$ cat src/mips_defs.svh
`ifndef MIPS_DEFS_SVH
`define MIPS_DEFS_SVH

// boot and halt addresses
`define MIPS_RESET_VECTOR 32'hBFC00000
`define MIPS_HALT_ADDR    32'h00000000

// primary opcodes, instr[31:26]
`define OP_SPECIAL 6'h00
`define OP_J       6'h02
`define OP_JAL     6'h03
`define OP_BEQ     6'h04
`define OP_BNE     6'h05
`define OP_ADDIU   6'h09
`define OP_SLTI    6'h0A
`define OP_SLTIU   6'h0B
`define OP_ANDI    6'h0C
`define OP_ORI     6'h0D
`define OP_XORI    6'h0E
`define OP_LUI     6'h0F
`define OP_LB      6'h20
`define OP_LW      6'h23
`define OP_LBU     6'h24
`define OP_SB      6'h28
`define OP_SW      6'h2B

// funct field for OP_SPECIAL, instr[5:0]
`define FN_SLL  6'h00
`define FN_SRL  6'h02
`define FN_SRA  6'h03
`define FN_JR   6'h08
`define FN_ADDU 6'h21
`define FN_SUBU 6'h23
`define FN_AND  6'h24
`define FN_OR   6'h25
`define FN_XOR  6'h26
`define FN_SLT  6'h2A
`define FN_SLTU 6'h2B

`endif

$ cat src/mips_pkg.sv
package mips_pkg;

    typedef logic [31:0] word_t;

    typedef struct packed {
        logic [5:0] opcode;
        logic [4:0] rs;
        logic [4:0] rt;
        logic [4:0] rd;
        logic [4:0] shamt;
        logic [5:0] funct;
    } r_fmt_t;

    typedef struct packed {
        logic [5:0]  opcode;
        logic [4:0]  rs;
        logic [4:0]  rt;
        logic [15:0] imm16;
    } i_fmt_t;

    typedef struct packed {
        logic [5:0]  opcode;
        logic [25:0] target26;
    } j_fmt_t;

    // one fetched word, three views
    typedef union packed {
        r_fmt_t r;
        i_fmt_t i;
        j_fmt_t j;
    } instr_t;

    typedef enum logic [3:0] {
        ALU_ADD,
        ALU_SUB,
        ALU_AND,
        ALU_OR,
        ALU_XOR,
        ALU_LUI,   // passes b, immediate already shifted
        ALU_SLT,
        ALU_SLTU,
        ALU_SLL,
        ALU_SRL,
        ALU_SRA
    } alu_op_t;

    typedef enum logic [1:0] {PC_SEQ, PC_BRANCH, PC_JUMP, PC_REG} pc_sel_t;

    typedef enum logic [1:0] {WB_ALU, WB_LOAD, WB_LINK} wb_sel_t;

    typedef enum logic {MEM_BYTE, MEM_WORD} mem_size_t;

endpackage

$ cat src/mips_alu.sv
`timescale 1ns/1ps

module mips_alu
    import mips_pkg::*;
(
    input  word_t      a,
    input  word_t      b,
    input  logic [4:0] shamt,
    input  alu_op_t    alu_op,
    input  logic       branch_ne,
    output word_t      result,
    output logic       branch_taken
);

    logic lt_signed, lt_unsigned;

    assign lt_signed   = $signed(a) < $signed(b);
    assign lt_unsigned = a < b;

    always_comb begin
        case (alu_op)
            ALU_ADD:  result = a + b;
            ALU_SUB:  result = a - b;
            ALU_AND:  result = a & b;
            ALU_OR:   result = a | b;
            ALU_XOR:  result = a ^ b;
            ALU_LUI:  result = b;
            ALU_SLT:  result = {31'b0, lt_signed};
            ALU_SLTU: result = {31'b0, lt_unsigned};
            // shifts act on rt, amount from the shamt field
            ALU_SLL:  result = b << shamt;
            ALU_SRL:  result = b >> shamt;
            ALU_SRA:  result = word_t'($signed(b) >>> shamt);
            default:  result = a + b;
        endcase
    end

    // only looked at by fetch for BEQ/BNE
    assign branch_taken = (a == b) ^ branch_ne;

endmodule

$ cat src/mips_cpu_harvard.sv
`timescale 1ns/1ps
`include "mips_defs.svh"

module mips_cpu_harvard
    import mips_pkg::*;
(
    input  logic        clk,
    input  logic        clk_enable,
    input  logic        reset,

    output logic        active,
    output logic [31:0] register_v0,

    // instruction side
    input  logic [31:0] instr_readdata,
    output logic [31:0] instr_address,
    output logic        instr_read,

    // data side
    output logic [3:0]  byte_enable,
    output logic [31:0] data_address,
    output logic        data_write,
    output logic        data_read,
    output logic [31:0] data_writedata,
    input  logic [31:0] data_readdata
);

    instr_t     instr;
    word_t      link_pc, reg_a, reg_b, alu_b, alu_result, load_data, write_data, imm;
    alu_op_t    alu_op;
    pc_sel_t    pc_sel;
    wb_sel_t    wb_sel;
    mem_size_t  mem_size;
    logic [4:0] write_reg;
    logic       reg_write, use_imm, branch_ne, load_signed, branch_taken, executing;

    assign instr      = instr_readdata;
    assign instr_read = active;
    assign executing  = active && (instr_address != `MIPS_HALT_ADDR);  // word at 0 never runs

    assign alu_b = use_imm ? imm : reg_b;

    always_comb begin
        case (wb_sel)
            WB_LOAD: write_data = load_data;
            WB_LINK: write_data = link_pc;  // JAL, pc + 8
            default: write_data = alu_result;
        endcase
    end

    mips_fetch fetch_1 (
        .clk(clk),
        .reset(reset),
        .clk_enable(clk_enable),
        .pc_sel(pc_sel),
        .branch_taken(branch_taken),
        .branch_offset(imm),
        .jump_target(instr.j.target26),
        .jump_reg(reg_a),
        .pc(instr_address),
        .link_pc(link_pc),
        .active(active)
    );

    mips_decoder decoder_1 (
        .instr(instr),
        .active(executing),
        .alu_op(alu_op),
        .pc_sel(pc_sel),
        .wb_sel(wb_sel),
        .mem_size(mem_size),
        .reg_write(reg_write),
        .write_reg(write_reg),
        .use_imm(use_imm),
        .imm(imm),
        .branch_ne(branch_ne),
        .load_signed(load_signed),
        .data_read(data_read),
        .data_write(data_write)
    );

    mips_alu alu_1 (
        .a(reg_a),
        .b(alu_b),
        .shamt(instr.r.shamt),
        .alu_op(alu_op),
        .branch_ne(branch_ne),
        .result(alu_result),
        .branch_taken(branch_taken)
    );

    mips_reg_file reg_file_1 (
        .clk(clk),
        .reset(reset),
        .clk_enable(clk_enable),
        .read_reg1(instr.r.rs),
        .read_reg2(instr.r.rt),
        .read_data_a(reg_a),
        .read_data_b(reg_b),
        .write_reg(write_reg),
        .write_enable(reg_write),
        .write_data(write_data),
        .register_v0(register_v0)
    );

    mips_mem_align mem_align_1 (
        .address(alu_result),
        .mem_size(mem_size),
        .load_signed(load_signed),
        .store_data(reg_b),
        .data_read(data_read),
        .data_write(data_write),
        .data_readdata(data_readdata),
        .data_address(data_address),
        .byte_enable(byte_enable),
        .data_writedata(data_writedata),
        .load_data(load_data)
    );

endmodule

$ cat src/mips_decoder.sv
`timescale 1ns/1ps
`include "mips_defs.svh"

module mips_decoder
    import mips_pkg::*;
(
    input  instr_t      instr,
    input  logic        active,
    output alu_op_t     alu_op,
    output pc_sel_t     pc_sel,
    output wb_sel_t     wb_sel,
    output mem_size_t   mem_size,
    output logic        reg_write,
    output logic [4:0]  write_reg,
    output logic        use_imm,
    output word_t       imm,
    output logic        branch_ne,
    output logic        load_signed,
    output logic        data_read,
    output logic        data_write
);

    logic [5:0] opcode;
    logic       zero_ext, upper_imm;

    assign opcode = instr.j.opcode;

    always_comb begin
        alu_op      = ALU_ADD;
        pc_sel      = PC_SEQ;
        wb_sel      = WB_ALU;
        mem_size    = MEM_WORD;
        reg_write   = 1'b0;
        write_reg   = instr.i.rt;  // I format unless overridden
        use_imm     = 1'b1;
        branch_ne   = 1'b0;
        load_signed = 1'b0;
        data_read   = 1'b0;
        data_write  = 1'b0;
        zero_ext    = 1'b0;
        upper_imm   = 1'b0;

        case (opcode)
            `OP_SPECIAL: begin
                write_reg = instr.r.rd;
                use_imm   = 1'b0;
                reg_write = 1'b1;
                case (instr.r.funct)
                    `FN_SLL:  alu_op = ALU_SLL;
                    `FN_SRL:  alu_op = ALU_SRL;
                    `FN_SRA:  alu_op = ALU_SRA;
                    `FN_ADDU: alu_op = ALU_ADD;
                    `FN_SUBU: alu_op = ALU_SUB;
                    `FN_AND:  alu_op = ALU_AND;
                    `FN_OR:   alu_op = ALU_OR;
                    `FN_XOR:  alu_op = ALU_XOR;
                    `FN_SLT:  alu_op = ALU_SLT;
                    `FN_SLTU: alu_op = ALU_SLTU;
                    `FN_JR: begin
                        reg_write = 1'b0;
                        pc_sel    = PC_REG;
                    end
                    default:  reg_write = 1'b0;  // unknown funct is a no-op
                endcase
            end
            `OP_J:   pc_sel = PC_JUMP;
            `OP_JAL: begin
                pc_sel    = PC_JUMP;
                reg_write = 1'b1;
                write_reg = 5'd31;
                wb_sel    = WB_LINK;
            end
            `OP_BEQ, `OP_BNE: begin
                pc_sel    = PC_BRANCH;
                use_imm   = 1'b0;  // compare rs with rt
                branch_ne = (opcode == `OP_BNE);
            end
            `OP_ADDIU: reg_write = 1'b1;
            `OP_SLTI: begin
                reg_write = 1'b1;
                alu_op    = ALU_SLT;
            end
            `OP_SLTIU: begin
                reg_write = 1'b1;
                alu_op    = ALU_SLTU;  // sign-extended, compared unsigned
            end
            `OP_ANDI: begin
                reg_write = 1'b1;
                alu_op    = ALU_AND;
                zero_ext  = 1'b1;
            end
            `OP_ORI: begin
                reg_write = 1'b1;
                alu_op    = ALU_OR;
                zero_ext  = 1'b1;
            end
            `OP_XORI: begin
                reg_write = 1'b1;
                alu_op    = ALU_XOR;
                zero_ext  = 1'b1;
            end
            `OP_LUI: begin
                reg_write = 1'b1;
                alu_op    = ALU_LUI;
                upper_imm = 1'b1;
            end
            `OP_LB, `OP_LBU, `OP_LW: begin
                reg_write   = 1'b1;
                wb_sel      = WB_LOAD;
                data_read   = 1'b1;
                mem_size    = (opcode == `OP_LW) ? MEM_WORD : MEM_BYTE;
                load_signed = (opcode == `OP_LB);
            end
            `OP_SB, `OP_SW: begin
                data_write = 1'b1;
                mem_size   = (opcode == `OP_SW) ? MEM_WORD : MEM_BYTE;
            end
            default: use_imm = 1'b0;
        endcase

        // nothing commits once halted
        if (!active) begin
            reg_write  = 1'b0;
            data_read  = 1'b0;
            data_write = 1'b0;
        end
    end

    assign imm = upper_imm ? {instr.i.imm16, 16'h0000} :
                 zero_ext  ? {16'h0000, instr.i.imm16} :
                             {{16{instr.i.imm16[15]}}, instr.i.imm16};

endmodule

$ cat src/mips_fetch.sv
`timescale 1ns/1ps
`include "mips_defs.svh"

module mips_fetch
    import mips_pkg::*;
(
    input  logic        clk,
    input  logic        reset,
    input  logic        clk_enable,
    input  pc_sel_t     pc_sel,
    input  logic        branch_taken,
    input  word_t       branch_offset,
    input  logic [25:0] jump_target,
    input  word_t       jump_reg,
    output word_t       pc,
    output word_t       link_pc,
    output logic        active
);

    word_t slot_pc, branch_target, jump_addr, target, next_pc, pending_pc;
    logic  redirect, pending, update;

    assign update  = clk_enable & active;  // halted core holds its state
    assign slot_pc = pc + 32'd4;
    assign link_pc = pc + 32'd8;

    // targets are relative to the delay slot
    assign branch_target = slot_pc + {branch_offset[29:0], 2'b00};
    assign jump_addr     = {slot_pc[31:28], jump_target, 2'b00};

    always_comb begin
        redirect = 1'b0;
        target   = branch_target;
        case (pc_sel)
            PC_BRANCH: redirect = branch_taken;
            PC_JUMP: begin
                redirect = 1'b1;
                target   = jump_addr;
            end
            PC_REG: begin
                redirect = 1'b1;
                target   = jump_reg;
            end
            default: ;
        endcase
    end

    assign next_pc = pending ? pending_pc : slot_pc;  // slot done, go to target

    always_ff @(posedge clk) begin
        if (reset) begin
            pc      <= `MIPS_RESET_VECTOR;
            pending <= 1'b0;
            active  <= 1'b1;
        end else if (update) begin
            pc      <= next_pc;
            pending <= redirect;
            if (pc == `MIPS_HALT_ADDR)
                active <= 1'b0;
        end
    end

    always_ff @(posedge clk) begin
        if (update && redirect)
            pending_pc <= target;
    end

    assert property (@(posedge clk) disable iff (reset) active |-> pc[1:0] == 2'b00)
        else $error("fetch from unaligned pc %h", pc);

endmodule

$ cat src/mips_mem_align.sv
`timescale 1ns/1ps

module mips_mem_align
    import mips_pkg::*;
(
    input  word_t      address,
    input  mem_size_t  mem_size,
    input  logic       load_signed,
    input  word_t      store_data,
    input  logic       data_read,
    input  logic       data_write,
    input  word_t      data_readdata,
    output word_t      data_address,
    output logic [3:0] byte_enable,
    output word_t      data_writedata,
    output word_t      load_data
);

    logic [1:0] offset;
    logic [7:0] lane;

    assign offset       = address[1:0];
    assign data_address = {address[31:2], 2'b00};

    // big endian, offset 0 is bits 31:24
    assign byte_enable = (data_write && mem_size == MEM_BYTE) ? (4'b1000 >> offset) : 4'b1111;

    assign data_writedata = (mem_size == MEM_BYTE) ? {4{store_data[7:0]}} : store_data;

    always_comb begin
        case (offset)
            2'd0:    lane = data_readdata[31:24];
            2'd1:    lane = data_readdata[23:16];
            2'd2:    lane = data_readdata[15:8];
            default: lane = data_readdata[7:0];
        endcase
    end

    assign load_data = (mem_size == MEM_WORD) ? data_readdata :
                       {{24{load_signed & lane[7]}}, lane};

    always_comb begin
        assert final (!((data_read || data_write) && mem_size == MEM_WORD && offset != 2'd0))
            else $error("unaligned word access at %h", address);
    end

endmodule

$ cat src/mips_reg_file.sv
`timescale 1ns/1ps

module mips_reg_file
    import mips_pkg::*;
(
    input  logic       clk,
    input  logic       reset,
    input  logic       clk_enable,
    input  logic [4:0] read_reg1,
    input  logic [4:0] read_reg2,
    output word_t      read_data_a,
    output word_t      read_data_b,
    input  logic [4:0] write_reg,
    input  logic       write_enable,
    input  word_t      write_data,
    output word_t      register_v0
);

    word_t regs [32];

    always_ff @(posedge clk) begin
        if (reset) begin
            for (int i = 0; i < 32; i++)
                regs[i] <= '0;
        end else if (clk_enable && write_enable && write_reg != 5'd0) begin
            regs[write_reg] <= write_data;  // $zero never written
        end
    end

    assign read_data_a = regs[read_reg1];
    assign read_data_b = regs[read_reg2];
    assign register_v0 = regs[2];

endmodule
$ cat config.mk
export PLATFORM = sky130hd
export DESIGN_NAME = mips_cpu_harvard
export DESIGN_NICKNAME = d
export VERILOG_FILES = /design/src/mips_pkg.sv /design/src/mips_alu.sv /design/src/mips_cpu_harvard.sv /design/src/mips_decoder.sv /design/src/mips_fetch.sv /design/src/mips_mem_align.sv /design/src/mips_reg_file.sv
export VERILOG_INCLUDE_DIRS = /design/src /design/src/src
export SDC_FILE = /design/constraint.sdc
export NUM_CORES = 2
export LEC_CHECK = 0
export BUFFER_PORTS_ARGS = -buffer_cell sky130_fd_sc_hd__buf_2
export CAP_MARGIN = 10
export CORE_ASPECT_RATIO = 0.6
export CORE_UTILIZATION = 30
export CTS_CLUSTER_SIZE = 14
export DETAILED_ROUTE_END_ITERATION = 16
export SLEW_MARGIN = 20
export SYNTH_ARGS = -nofsm -noshare
export SYNTH_HDL_FRONTEND = slang
export SYNTH_HIERARCHICAL = 1
export SYNTH_SLANG_ARGS = --single-unit
$ cat constraint.sdc
create_clock -name clk -period 11.8 [get_ports clk]
set_input_delay 0.59 -clock clk [delete_from_list [all_inputs] [get_ports clk]]
set_output_delay 0.59 -clock clk [all_outputs]
set_load 0.005 [all_outputs]
* Word level (Yosys, flattened, before mapping)
Memory sizes are Yosys's and may differ from the RTL's.
Cells that the tools add are included.
** Word-level totals
- Logic and storage cells :: 130
- RAM bits :: 1024
- Output and inout port bits :: 136
- Bits of input ports :: 67
- Memories :: 1
- Register bits :: 66
** Memories
- reg_file_1.regs :: depth 32, width 32, read ports 3, clocked after memory_dff 0, write ports 32, RTL line mips_reg_file.sv:19 : word_t regs [32];
** Cells by class
- Shifts and indexed selects :: 4
- Add/subtract/negate cells :: 5
- $lt $le $gt $ge :: 2
- Equal/unequal tests :: 44
- Bitwise gates (word level) :: 7
- Muxes and demuxes :: 41
- Reduce and logical (&&, ||, !) cells :: 22
** Operator list (number)
- $pmux W32 S10 :: 1
- $mux W32 :: 7
- $pmux W32 S2 :: 2
- $eq A6 B6 Y1 const B :: 12
- $add A32 B32 Y32 :: 2
- $lt A32 B32 Y1 :: 2
- $eq A6 B4 Y1 const B :: 8
- $pmux W4 S9 :: 1
- $add A32 B3 Y32 const B :: 1
- $add A32 B4 Y32 const B :: 1
- $and A32 B32 Y32 :: 1
- $eq A32 B32 Y1 :: 1
- $logic_not A32 Y1 :: 1
- $or A32 B32 Y32 :: 1
- $reduce_bool A32 Y1 :: 1
- $reduce_or A32 Y1 :: 1
- $shl A32 B5 Y32 :: 1
- $shr A32 B5 Y32 :: 1
- $sshr A32 B5 Y32 :: 1
- $sub A32 B32 Y32 :: 1
- $xor A32 B32 Y32 :: 1
- $pmux W4 S7 :: 1
- $eq A6 B2 Y1 const B :: 4
- $pmux W8 S3 :: 1
- other kinds (29) :: 71

* Depth between registers and ports, before layout
- Depth in word-level cells :: 14
- Gate-level depth with buffers :: 30
- Mapped depth without buffers :: 24

* Modules after synthesis
The synthesis kept the hierarchy.
** By module, submodules not included
- mips_reg_file :: area each 56113.8 µm², cells an instance 4604, instances 1, seq. area each 30749.5 µm²
- mips_alu :: area each 8988.6 µm², cells an instance 1300, instances 1, seq. area each 0.0 µm²
- mips_fetch :: area each 6017.0 µm², cells an instance 727, instances 1, seq. area each 1641.6 µm²
- mips_cpu_harvard :: area each 1239.9 µm², cells an instance 161, instances 1, seq. area each 0.0 µm²
- mips_mem_align :: area each 1129.8 µm², cells an instance 202, instances 1, seq. area each 0.0 µm²
- mips_decoder :: area each 913.4 µm², cells an instance 144, instances 1, seq. area each 0.0 µm²

* Worst setup path after synthesis
No wires, ideal clock.
- Path kind :: input -> register
- Start point :: in instr_readdata[26]
- End point :: mem reg_file_1/regs[10][29] in the netlist's numbering (data pin)
- Path buffers :: 7
- Slack :: 6065 ps
- Data arrival time :: 5481 ps
- Setup time :: 255 ps
- Required time :: 11545 ps
- Cell stages on the path :: 28
- Path through :: buf_2 > buf_2 > o22ai_1 > a22o_1 > a211oi_1 > buf_6 > buf_12 > mux2_4 > inv_1 > ha_1 > buf_4 > nand2b_1 > a21oi_1 > nor2_1 > o221ai_2 > a31oi_1 > o21a_1 > o311ai_2 > a22o_1 > o211ai_1 > and3b_1 > a32oi_4 > buf_6 > nand2_1 > a22oi_1 > o21ai_0 > clkbuf_1 > and2_1
** RTL lines
- from (decl) :: RTL line mips_cpu_harvard.sv:15 : input logic [31:0] instr_readdata,
- to (decl) :: RTL line mips_reg_file.sv:19

==> reports/qor.csv <==
stage;metric;value;unit
run_status;status;complete, no violations;
worst_setup_path;cp.required;12250;ps
route;wl_per_cell;30.86;microns
sta;fmax;100.9;MHz
route;drtAntennaViolNets;0;
synthesis;ys_async_sr_fraction;0;%
cts;clk_pin_slew;70;ps
synthesis;synth_top_area_share;42.62;%
route;wl;318.9;mm
sta;finalMaxSlewViolations;0;
cts;cts_tree;yes;
sta;rsz0062_at_grt;false;
global_routing;antenna_found_initial;29;
power;leakagePower;32.26;nW
worst_setup_path;cp-end-kind;flop;
die;ios;203;
synthesis;yosys.area.top_type;edfxtp_1;
worst_hold_path;hold_path_depth;2;
cts;cts_resized;0;
power;ir_drop;0.1061;mV
worst_setup_path;rr_worst_depth;24;
sta;setup-tns-final;0;ps
global_routing;grt_overflow;0;
cts;clockBufferDepth;3;
placement;post-dp-hpwl;221.8;mm
synthesis;synth-edff-count;1056;
sta;setup_slack;1892;ps
cts;clock-root-buffer;clkbuf_16;
die;core;246300;sq um
route;drtIter0Drc;9574;
sta;min_period;9908;ps
worst_setup_path;regToRegSetupSlack;2540;ps
global_routing;grt_pass1_vias;56710;
die;start_util;30.21;%
synthesis;yosysWarnings;6;
synthesis;netlist_area;74400;sq um
cts;clock_latency;740;ps
global_routing;grt_max_degree;103;
power;powerDensity;135.4;nW/um^2
cts;cts_buffers;100;
synthesis;synthCells;7138;
synthesis;ys.flop_type;edfxtp_1;
synthesis;synthTopCellsByArea;edfxtp_1 43%, mux2i_1 15%, and2_1 8.4%;
worst_setup_path;startpoint_type;input port;
sta;skew;54.04;ps
cts;cts.sinks;1090;
sta;slew_headroom;14.39;%
placement;port_buffers;200;
sta;setup_viol;0;
worst_hold_path;hold_path.startpoint;fetch_1/pending_pc[12];
placement;gp_congestion;1.062;
global_routing;track_usage;24.35;%
die;row_count;141;
finish;finalNetCount;7160;
finish;syn_to_final_growth;9.131;%
die;die_area;250100;sq um
route;first_pass_iters;7;
worst_setup_path;r2r-start;reg_file_1/regs[2][5];
worst_setup_path;critPathKind;in2reg;
die;die_h;387.8;microns
placement;pre_cts_ws;1766;ps
worst_setup_path;r2r_end;reg_file_1/regs[16][10];
sta;hold_viol;0;
synthesis;ys_seq_area_share;43.53;%
sta;worst_pin_slew;1282;ps
sta;min_period_over_period;83.96;%
cts;post-cts-setup-buffers;0;
route;drc;0;
cts;cts-htree-levels;3;
synthesis;yosysUniqueCellTypes;123;
worst_setup_path;arrival;10360;ps
finish;final_layout_size_suffix_gt1_share;11.87;%
run;max_cap_violations;0;
route;via_per_inst;5.929;
worst_hold_path;min_to;fetch_1/pc[12];
placement;dpl.cell_count;10140;
worst_setup_path;crit_fanout;42;
synthesis;synth.ff_latch_count;1090;
route;vias;61260;
synthesis;syn_area_per_cell;10.42;sq um
die;die_x;644.9;microns
finish;fin_cells;10330;
worst_hold_path;hold_class;reg2reg;
global_routing;grt_pass1_wl;440.0;mm
cts;hold_buffers;0;
[worst max-delay path by stage]
stage / from / to / slack, ps / cells after the start
4_1_cts: instr_readdata[18] / reg_file_1/regs[26][9] / 2500 / 26
3_3_place_gp: instr_readdata[16] / reg_file_1/regs[2][9] / 1920 / 26
2_1_floorplan: instr_readdata[26] / reg_file_1/regs[10][29] / 6060 / 28
5_1_grt: instr_readdata[18] / reg_file_1/regs[22][10] / 2040 / 26
6_report: instr_readdata[18] / reg_file_1/regs[16][10] / 1890 / 26
3_5_place_dp: instr_readdata[18] / reg_file_1/regs[17][9] / 1770 / 26
[cells in the mapped netlist, types with 134 or more instances]
| cell type | number |
|---|---|
| a21oi_1 | 390 |
| a22o_1 | 134 |
| a22oi_1 | 259 |
| and2_1 | 1000 |
| clkbuf_1 | 334 |
| edfxtp_1 | 1056 |
| mux2i_1 | 1099 |
| nand2_1 | 484 |
| nand3_1 | 249 |
| nor2_1 | 253 |
| o21ai_0 | 136 |
[per-layer routing]
| layer | global-route usage [%] | part of all wire, % |
|---|---|---|
| met5 | 1.182 | 0.29 |
| met3 | 9.716 | 15 |
| met1 | 36.33 | 44 |
| met4 | 5.798 | 2.6 |
| met2 | 31.92 | 38 |
[state kept, by name (all words and copies together), names as in the netlist]
signal and count:
fetch_1/pc 32, fetch_1/active 1, fetch_1/pending 1, fetch_1/pending_pc 32, reg_file_1/regs 1024
[metrics by stage]
step	cell area (sq um)	total power, mW	utilization (%)	hold WS, ps
after CTS	81030	10.84	32.90	464.1
after detailed placement	77920	7.624	31.64	486.2
after global routing	81160	11.27	32.95	516.2
after global placement	77890	7.604	31.63	476.3
after floorplan	74520	6.374	-	452.7
final	81200	10.99	32.97	502.7
[worst max-delay path, stage by stage]
cell,delay (ps)
buf_2,350
nor2b_4,620
buf_12,330
a22o_1,190
nor3_1,50
a31oi_1,300
nand3_1,790
mux2_4,720
inv_1,180
ha_1,380
inv_1,140
a21o_1,180
a21oi_1,310
o221ai_2,220
a31oi_1,600
o21a_1,300
o311ai_2,160
a22o_1,260
o211ai_1,880
nor2_2,300
a32oi_4,310
buf_4,290
nand2_1,90
a22oi_1,960
o21ai_4,430
and2_1,280
[kinds of logic after synthesis]
group / count (synthesis) / share of synthesized area, %
AO/OA/AOI/OAI: 1388 / 12.66
XOR/XNOR: 89 / 1.076
adder cells (fa/ha/maj): 136 / 2.317
buffers and inverters: 850 / 5.677
flip-flops: 1090 / 43.53
multiplexers: 1208 / 17.35
other: 2 / 0.01009
AND/OR/NAND/NOR: 2375 / 17.37
[cells in the final DEF (no fill, tap or decap), types with 19 or more instances in the layout]
| cell type | Yosys | routed |
|---|---|---|
| a22o_1 | 134 | 134 |
| o21ai_4 | 1 | 19 |
| nand2b_1 | 37 | 33 |
| clkbuf_16 | 0 | 102 |
| nand3_1 | 249 | 249 |
| inv_1 | 132 | 132 |
| o21ai_0 | 136 | 131 |
| nor2_1 | 253 | 241 |
| o22ai_1 | 23 | 23 |
| xor2_1 | 34 | 34 |
| dfxtp_1 | 34 | 34 |
| o221ai_1 | 30 | 28 |
| edfxtp_1 | 1056 | 1056 |
| buf_2 | 133 | 196 |
| mux2_4 | 31 | 31 |
| a31oi_1 | 81 | 81 |
| a22oi_1 | 259 | 258 |
| nand2_1 | 484 | 484 |
| nor2_4 | 15 | 20 |
| nor2b_1 | 37 | 32 |
| conb_1 | 2 | 34 |
| or2_2 | 44 | 44 |
| nand4_1 | 24 | 24 |
| xnor2_1 | 53 | 53 |
| mux2_2 | 28 | 28 |
| nor3_1 | 106 | 105 |
| o211ai_1 | 37 | 37 |
| mux4_2 | 50 | 50 |
| mux2i_1 | 1099 | 1098 |
| buf_4 | 129 | 189 |
| a211oi_1 | 33 | 32 |
| and2_1 | 1000 | 998 |
| clkinv_1 | 1 | 25 |
| a221oi_1 | 31 | 31 |
| a21o_1 | 41 | 41 |
| ha_1 | 133 | 131 |
| a21oi_1 | 390 | 389 |
| o21bai_1 | 22 | 22 |
| nor4_1 | 30 | 30 |
[cell type report]
type	count	area, sq um
fillers	24900	165100
repair buffers	399	2670
well taps	3289	4115
inverters	136	510.5
clock buffers	119	2616
multi-input cells	5230	38370
clock inverters	55	489.2
flip-flops and latches	1090	32390
diodes	14	35.03
[power breakdown]
group | switching [mW] | internal, mW
Combinational | 2.40 | 0.886
Sequential | 0.0778 | 4.37
Clock | 1.55 | 1.72
Power figures use the tool's default switching activity.
